### config.mk
export PLATFORM = sky130hd
export DESIGN_NAME = sbit_rx_top
export DESIGN_NICKNAME = d
export VERILOG_FILES = /design/src/source/os_pkg.sv /design/src/source/phase_ctrl_if.sv /design/src/source/phase_voter.sv /design/src/source/sample_deskew.sv /design/src/source/sbit_rx_top.sv
export SDC_FILE = /design/constraint.sdc
export NUM_CORES = 1
export LEC_CHECK = 0
export BUFFER_PORTS_ARGS = -buffer_cell sky130_fd_sc_hd__buf_4
export CORE_MARGIN = 2
export CORE_UTILIZATION = 35
export DETAILED_ROUTE_END_ITERATION = 8
export GPL_ROUTABILITY_DRIVEN = 1
export GPL_TIMING_DRIVEN = 1
export PLACE_DENSITY_LB_ADDON = 0.2
export SYNTH_ARGS = -nofsm -noshare
export SYNTH_HDL_FRONTEND = slang
export SYNTH_HIERARCHICAL = 1
export SYNTH_SLANG_ARGS = --single-unit
### constraint.sdc
create_clock -name fastclock -period 6.37 [get_ports fastclock]
set_input_delay 1.911 -clock fastclock [delete_from_list [all_inputs] [get_ports fastclock]]
set_output_delay 1.911 -clock fastclock [all_outputs]
set_load 0.05 [all_outputs]
### src/source/os_pkg.sv
// oversampler shared definitions
`default_nettype none

package os_pkg;

  // ----------------------------------------------------------------------
  // sample and lane widths
  // ----------------------------------------------------------------------

  // one clock of raw oversamples, index n taken at n*45 degrees
  // samples 0..3 cover the first bit period, 4..7 the second
  typedef logic [7:0] sample_word_t;

  // transition flags, bit k compares true samples k and k+1 in both halves
  // bit 3 wraps: 3 vs 4, and sample 7 of the previous word vs sample 0
  typedef logic [3:0] edge_flags_t;

  // selected sample pair, [1] first bit period, [0] second
  typedef logic [1:0] bit_pair_t;

  localparam int unsigned N_SBITS = 8; // s-bit data lanes beside the SoT lane

  typedef logic [N_SBITS-1:0] lane_bits_t; // one bit per s-bit lane

  // even samples come from the complementary buffer output
  localparam sample_word_t INVERT_MASK = 8'h55;

  // ----------------------------------------------------------------------
  // phase voter
  // ----------------------------------------------------------------------

  // XAPP881 sample phase, encoding follows the original gray-ish numbering
  typedef enum logic [1:0] {
    PH_00 = 2'd0, // samples 0 and 4
    PH_01 = 2'd1, // samples 1 and 5
    PH_10 = 2'd2, // samples 3 and 7
    PH_11 = 2'd3  // samples 2 and 6
  } phase_state_t;

  // error votes needed before the phase may move
  localparam int unsigned ERR_LIMIT = 255;

  // clean cycles that mark the link stable and drop accumulated votes
  localparam int unsigned STABLE_LIMIT = 63;

  typedef logic [7:0] err_count_t;    // holds up to ERR_LIMIT
  typedef logic [5:0] stable_count_t; // holds up to STABLE_LIMIT

endpackage

`default_nettype wire

### src/source/phase_ctrl_if.sv
// lane to voter phase control bundle
`default_nettype none

interface phase_ctrl_if import os_pkg::*; ();

  // ----------------------------------------------------------------------
  // voter side
  // ----------------------------------------------------------------------
  phase_state_t phase_sel;    // which sample pair the lane forwards
  logic         sel_pos_edge; // high: first sample of the pair goes to d0

  // ----------------------------------------------------------------------
  // lane side
  // ----------------------------------------------------------------------
  edge_flags_t  edge_flags;   // registered transition flags
  logic         phase_err;    // edge next to the selected samples

  // a sampling lane follows the voter
  modport lane (
    input  phase_sel,
    input  sel_pos_edge,
    output edge_flags,
    output phase_err
  );

  // the voter watches the SoT lane
  modport voter (
    output phase_sel,
    output sel_pos_edge,
    input  edge_flags,
    input  phase_err
  );

endinterface

`default_nettype wire

### src/source/phase_voter.sv
// SoT phase voter
`default_nettype none

module phase_voter import os_pkg::*; (
  input  logic         fastclock,
  input  logic         rst,
  input  logic         first_bit,   // SoT pair before ordering
  input  logic         second_bit,
  phase_ctrl_if.voter  ctrl
);

  // ----------------------------------------------------------------------
  // hysteresis counters
  // ----------------------------------------------------------------------

  phase_state_t  phase_q;       // current sample phase
  phase_state_t  phase_last;    // phase one cycle ago
  phase_state_t  phase_next;
  err_count_t    err_count;     // error votes
  stable_count_t stable_count;  // clean cycles in a row
  logic          vote_to_shift;
  logic          link_stable;
  logic          phase_moved;

  assign vote_to_shift = (err_count == err_count_t'(ERR_LIMIT));
  assign link_stable   = (stable_count == stable_count_t'(STABLE_LIMIT));
  assign phase_moved   = (phase_last != phase_q);

  always_ff @(posedge fastclock) begin
    if (rst) begin
      stable_count <= '0;
      err_count    <= '0;
      phase_last   <= PH_00;
    end else begin
      // any error restarts the clean run, saturate once stable
      if (ctrl.phase_err)
        stable_count <= '0;
      else if (!link_stable)
        stable_count <= stable_count + stable_count_t'(1);

      phase_last <= phase_q;

      // a long clean run forgives old hiccups
      // votes are spent on a move and dropped after it
      if (link_stable || phase_moved || vote_to_shift)
        err_count <= '0;
      else if (ctrl.phase_err)
        err_count <= err_count + err_count_t'(1);
    end
  end

  // ----------------------------------------------------------------------
  // XAPP881 phase FSM
  // ----------------------------------------------------------------------

  // step away from whichever side the edge is on
  always_comb begin
    phase_next = phase_q;
    if (vote_to_shift) begin
      case (phase_q)
        PH_00: begin
          if      (ctrl.edge_flags[0]) phase_next = PH_10;
          else if (ctrl.edge_flags[3]) phase_next = PH_01;
        end
        PH_01: begin
          if      (ctrl.edge_flags[1]) phase_next = PH_00;
          else if (ctrl.edge_flags[0]) phase_next = PH_11;
        end
        PH_11: begin
          if      (ctrl.edge_flags[2]) phase_next = PH_01;
          else if (ctrl.edge_flags[1]) phase_next = PH_10;
        end
        PH_10: begin
          if      (ctrl.edge_flags[3]) phase_next = PH_11;
          else if (ctrl.edge_flags[2]) phase_next = PH_00;
        end
      endcase
    end
  end

  always_ff @(posedge fastclock) begin
    if (rst)
      phase_q <= PH_00;
    else
      phase_q <= phase_next; // at most one step per saturation
  end

  // ----------------------------------------------------------------------
  // SoT polarity
  // ----------------------------------------------------------------------

  logic data_on_neg; // marker sits in the second sample of the pair

  // hold the last decision while the SoT pair is quiet
  always_ff @(posedge fastclock) begin
    if (rst)
      data_on_neg <= 1'b0;
    else if (first_bit)
      data_on_neg <= 1'b0;
    else if (second_bit)
      data_on_neg <= 1'b1;
  end

  assign ctrl.phase_sel    = phase_q;
  assign ctrl.sel_pos_edge = ~data_on_neg;

endmodule

`default_nettype wire

### src/source/sample_deskew.sv
// four-phase sample deskew lane
`default_nettype none

module sample_deskew import os_pkg::*; (
  input  logic         fastclock,
  input  logic         rst,
  input  sample_word_t samples,     // deserialized word, even bits inverted
  phase_ctrl_if.lane   ctrl,
  output logic         d0,          // first recovered bit
  output logic         d1,          // second recovered bit
  output logic         pair_first,  // selected pair before ordering
  output logic         pair_second
);

  // ----------------------------------------------------------------------
  // capture, uninvert and edge detection
  // ----------------------------------------------------------------------

  sample_word_t raw_q;    // stage 1: word as captured
  sample_word_t unv_q;    // stage 2: true sample values
  edge_flags_t  flags_q;  // stage 2: transitions seen in raw_q
  logic         prev_s7;  // last true sample of the word before raw_q

  // unv_q is one word behind raw_q while the flags are formed
  assign prev_s7 = unv_q[7];

  always_ff @(posedge fastclock) begin
    if (rst) begin
      raw_q   <= '0;
      unv_q   <= '0;
      flags_q <= '0;
    end else begin
      raw_q <= samples;
      unv_q <= raw_q ^ INVERT_MASK; // flip even samples back

      // neighbours have opposite polarity on the wire
      // so an equal raw pair means the true values differ
      flags_q[0] <= (raw_q[0] == raw_q[1]) || (raw_q[4] == raw_q[5]);
      flags_q[1] <= (raw_q[1] == raw_q[2]) || (raw_q[5] == raw_q[6]);
      flags_q[2] <= (raw_q[2] == raw_q[3]) || (raw_q[6] == raw_q[7]);
      // prev_s7 is already true, raw_q[0] is still inverted
      flags_q[3] <= (raw_q[3] == raw_q[4]) || (prev_s7 == raw_q[0]);
    end
  end

  // ----------------------------------------------------------------------
  // phase select
  // ----------------------------------------------------------------------

  bit_pair_t pair_sel;  // pair picked by the current phase
  logic      err_sel;   // an edge borders the picked samples
  bit_pair_t pair_q;    // stage 3
  logic      err_q;

  always_comb begin
    pair_sel = {unv_q[0], unv_q[4]};
    err_sel  = flags_q[0] | flags_q[3];
    case (ctrl.phase_sel)
      PH_00: begin // 0 and 180 degrees of each bit
        pair_sel = {unv_q[0], unv_q[4]};
        err_sel  = flags_q[0] | flags_q[3];
      end
      PH_01: begin
        pair_sel = {unv_q[1], unv_q[5]};
        err_sel  = flags_q[1] | flags_q[0];
      end
      PH_11: begin
        pair_sel = {unv_q[2], unv_q[6]};
        err_sel  = flags_q[2] | flags_q[1];
      end
      PH_10: begin // latest samples of each period
        pair_sel = {unv_q[3], unv_q[7]};
        err_sel  = flags_q[3] | flags_q[2];
      end
    endcase
  end

  always_ff @(posedge fastclock) begin
    if (rst) begin
      pair_q <= '0;
      err_q  <= 1'b0;
    end else begin
      pair_q <= pair_sel;
      err_q  <= err_sel;
    end
  end

  // ----------------------------------------------------------------------
  // output ordering
  // ----------------------------------------------------------------------

  always_ff @(posedge fastclock) begin
    if (rst) begin
      d0 <= 1'b0;
      d1 <= 1'b0;
    end else begin
      d0 <= pair_q[ ctrl.sel_pos_edge]; // first sample when marker is on pos
      d1 <= pair_q[~ctrl.sel_pos_edge];
    end
  end

  assign ctrl.edge_flags = flags_q;
  assign ctrl.phase_err  = err_q;
  assign pair_first      = pair_q[1];
  assign pair_second     = pair_q[0];

endmodule

`default_nettype wire

### src/source/sbit_rx_top.sv
// trigger link receive top
`default_nettype none

module sbit_rx_top import os_pkg::*; (
  input  logic                       fastclock,
  input  logic                       rst,
  input  sample_word_t               sot_samples,
  input  sample_word_t [N_SBITS-1:0] sbit_samples,
  output logic                       sot_d0,
  output logic                       sot_d1,
  output lane_bits_t                 sbit_d0,
  output lane_bits_t                 sbit_d1,
  output phase_state_t               phase_sel,
  output logic                       sel_pos_edge,
  output logic                       phase_err,      // SoT lane
  output logic                       sbit_phase_err  // any s-bit lane
);

  // ----------------------------------------------------------------------
  // SoT lane and voter
  // ----------------------------------------------------------------------

  phase_ctrl_if sot_ctrl ();

  logic sot_first;  // unordered SoT pair for the polarity tracker
  logic sot_second;

  sample_deskew sot_lane (
    .fastclock   (fastclock),
    .rst         (rst),
    .samples     (sot_samples),
    .ctrl        (sot_ctrl),
    .d0          (sot_d0),
    .d1          (sot_d1),
    .pair_first  (sot_first),
    .pair_second (sot_second)
  );

  phase_voter voter (
    .fastclock  (fastclock),
    .rst        (rst),
    .first_bit  (sot_first),
    .second_bit (sot_second),
    .ctrl       (sot_ctrl)
  );

  // ----------------------------------------------------------------------
  // s-bit lanes, phase matched to SoT
  // ----------------------------------------------------------------------

  lane_bits_t lane_err; // per lane phase error

  genvar i;
  generate
    for (i = 0; i < N_SBITS; i++) begin : g_sbit
      phase_ctrl_if lane_ctrl ();

      // lanes follow the SoT decision, nobody votes on their flags
      assign lane_ctrl.phase_sel    = sot_ctrl.phase_sel;
      assign lane_ctrl.sel_pos_edge = sot_ctrl.sel_pos_edge;

      sample_deskew sbit_lane (
        .fastclock   (fastclock),
        .rst         (rst),
        .samples     (sbit_samples[i]),
        .ctrl        (lane_ctrl),
        .d0          (sbit_d0[i]),
        .d1          (sbit_d1[i]),
        .pair_first  (),
        .pair_second ()
      );

      assign lane_err[i] = lane_ctrl.phase_err;
    end
  endgenerate

  assign phase_sel      = sot_ctrl.phase_sel;
  assign sel_pos_edge   = sot_ctrl.sel_pos_edge;
  assign phase_err      = sot_ctrl.phase_err;
  assign sbit_phase_err = |lane_err; // flags a lane out of step with SoT

endmodule

`default_nettype wire
==> results.toml <==
[routing]
drc = 0
dr_total_vias = 4852
routedWlPerCell_microns = 13.07
viasPerCell = 4.294
drt_first_iter_violations = 154
ant_nets = 0
firstDrtPassIters = 5
drt-total-wl_microns = 14770

[worst_setup_path]
crit_path_start_kind = "register"
path_class = "register to primary output"
crit_path_end_kind = "primary output"
cp_data_arrival_time_ns = 1.59
worstPathRequired_ns = 4.46
path_max_fanout = 32

[logic_synthesis]
ys_types = 29
synth_enable_flop_cells = 0
yosys_warnings = 6
synthCells = 690
synth_common_cells = "244 x dfxtp_1, 109 x nor2b_1, 76 x xor2_1"
syn-cell-area_sq_um = 8188
syn_nets = 766
synth_top_area_cell = "dfxtp_1"
yosysSeqAreaShare = 0.5966
synth_area_leaders = "dfxtp_1 60%, nor2b_1 8.3%, xor2_1 8.1%"
ys.flop_type = "dfxtp_1"
avgSynthCellArea_sq_um = 11.87
yosysMostFrequentCell = "dfxtp_1"
netlist.area_leader.share = 0.5966
ys_seq_elements = 244
async_reset_ff_frac = 0

[grt]
grt_overflow_total = 0
grt_start_max_net_pins = 126
grt_pass1_wl_microns = 24550
grtUsageTotal = 0.1229
grt_pass1_vias = 5057
grt_antenna_before_repair = 0

[clocking]
cts_buffer_depth = 3
cts_tree = "built"
clock_sinks = 244
cts_resized = 0
cts-buffers-inserted = 25
clk_pin_slew_ns = 0.06
clockRootBuffer = "clkbuf_16"
postCtsSetupBuffers = 0
htreeDepth = 1
hold_buffers = 0
clk_latency_ns = 0.52

[power_and_ir_drop]
p_comb_frac = 0.066
leakage_nw = 4.362
switchingPower_mw = 0.7315
pwr-share-clk = 0.433
switching_share = 0.2206
internal-power_mw = 2.585
seqPwrFrac = 0.501
power_mw = 3.317
peakVddDrop_mv = 0.1714
p_per_area_nw_per_um2 = 328.6

[sta]
maxSlewViolCount = 0
whs_ns = 0.4529
timing.final.crit_period_ns = 3.503
worstMarginPinSlew_ns = 0.8558
finalSetupViolCount = 0
finalHoldViolCount = 0
rsz0062_at_grt = "no"
fin_setup_tns_ns = 0
fin_worst_skew_ns = 0.02749
relSlewSlack = 0.4295
fmax_mhz = 285.5
min_period_over_period = 0.5499

[placement]
hpwl_microns = 9640
place_area_sq_um = 9259
gp_congestion = 0.7456
port_buffers = 96

[final_layout]
multi_input_area_sq_um = 3204
areaGrowthSynthToFinish_pct = 23.27
layout-drive-gt1-share = 0.2289
final_cell_area_sq_um = 10090
fin_nets = 874
fillCellCount = 2124
diodes = 0
area.sequential_sq_um = 4887

[die]
start_util = 0.3595
rows = 55
die_w_microns = 157.0
io_pins = 97
fp.dieH_microns = 157.0
die-area_sq_um = 24630
core-area_sq_um = 22780

[worst_hold_path]
hold_path.class = "register to register"

[outcome]
status = "complete, no violations"

[job]
maxCapViolations = 0
-- registers in the layout (all words and copies together) (netlist names), 2 cells and up --
name	cells
g_sbit.sbit_lane/pair_q	16
voter/phase_last	2
voter/err_count	8
sot_lane/ctrl.edge_flags	4
g_sbit.sbit_lane/d0	8
sot_lane/pair_q	2
voter/ctrl.phase_sel	2
g_sbit.sbit_lane/ctrl.edge_flags	32
g_sbit.sbit_lane/ctrl.phase_err	8
sot_lane/raw_q	8
g_sbit.sbit_lane/unv_q	64
voter/stable_count	6
g_sbit.sbit_lane/d1	8
sot_lane/unv_q	8
g_sbit.sbit_lane/raw_q	64
-- power groups by stage --
| stage | combinational, mW | clock [mW] | sequential [mW] |
|---|---|---|---|
| after floorplan | 0.128 | 0 | 1.70 |
| after global placement | 0.217 | 0 | 1.69 |
| after detailed placement | 0.221 | 0 | 1.70 |
| after CTS | 0.222 | 1.47 | 1.66 |
| after global routing | 0.243 | 1.54 | 1.67 |
| final | 0.219 | 1.43 | 1.66 |
-- kinds of logic (layout without fill, tap and decap cells) --
| family | Yosys count | count (layout) | share of synthesized area |
|---|---|---|---|
| adders and majority gates | 2 | 2 | 0.003056 |
| xor gates and xnor gates | 83 | 83 | 0.08878 |
| buffers and inverters | 23 | 150 | 0.01207 |
| DFF | 244 | 244 | 0.5966 |
| muxes | 57 | 57 | 0.09719 |
| AOI/OAI and AO/OA | 58 | 58 | 0.03866 |
| and+or+nand+nor | 223 | 223 | 0.1637 |
-- worst paths after layout --
check / depth (start not counted) / endpoint / slack [ns] / start
setup / recovery: 2 / phase_sel[1] / 2.87 / voter/ctrl.phase_sel[1]
hold / removal: 1 / voter/data_on_neg / 0.45 / sot_lane/pair_q[1]
setup reg to reg: 5 / voter/ctrl.phase_sel[0] / 4.51 / voter/ctrl.phase_sel[0]
hold reg to reg: 1 / voter/data_on_neg / 0.45 / sot_lane/pair_q[1]
-- stage by stage --
step             util  std cells  worst slack (ns)
2_1_floorplan       -        690             2.819
3_3_place_gp   0.4065       1084             2.858
3_5_place_dp   0.4065       1084             2.818
4_1_cts        0.4431       1130             2.811
5_1_grt        0.4431       1130             2.776
6_report       0.4431       1130             2.867
-- cells in the final DEF (no fill, tap or decap), types with 2 or more instances in the layout --
cell	n
dfxtp_1	242
nor2b_1	109
buf_4	100
xor2_1	76
nor2_1	72
a21oi_1	51
mux2i_1	39
clkbuf_16	25
mux4_2	18
nor2b_4	18
clkbuf_8	9
xnor2_1	7
nand2_1	6
clkinv_2	5
nand4_1	4
clkbuf_1	3
inv_1	3
a31oi_1	3
nor3_1	3
nor4_1	2
clkinvlp_4	2
or2_2	2
nand2b_1	2
nand3_1	2
ha_1	2
dfxtp_2	2
-- layout make-up --
cell class                      count  share of cell area
Clock inverter                     10            0.008677
Multi-Input combinational cell    423              0.3175
Sequential cell                   244              0.4842
Clock buffer                       36             0.07401
Timing Repair Buffer              101             0.07574
Tap cell                          313             0.03880
Inverter                            3            0.001116
-- critical path, cell delays in order, from the launching register on --
cell     delay (ns)
dfxtp_2        0.31
buf_4          0.45
buf_4          0.30
-- layer usage --
metal | part of all wire | vias up | GRT usage
met1 | 0.47 | 2240 | 0.1628
li1 | - | 2479 | -
met3 | 0.049 | 30 | 0.02698
met5 | 0 | - | 0
met4 | 0.025 | 0 | 0.04107
met2 | 0.45 | 103 | 0.1992
No activity file was read; power rests on OpenSTA's default activity.
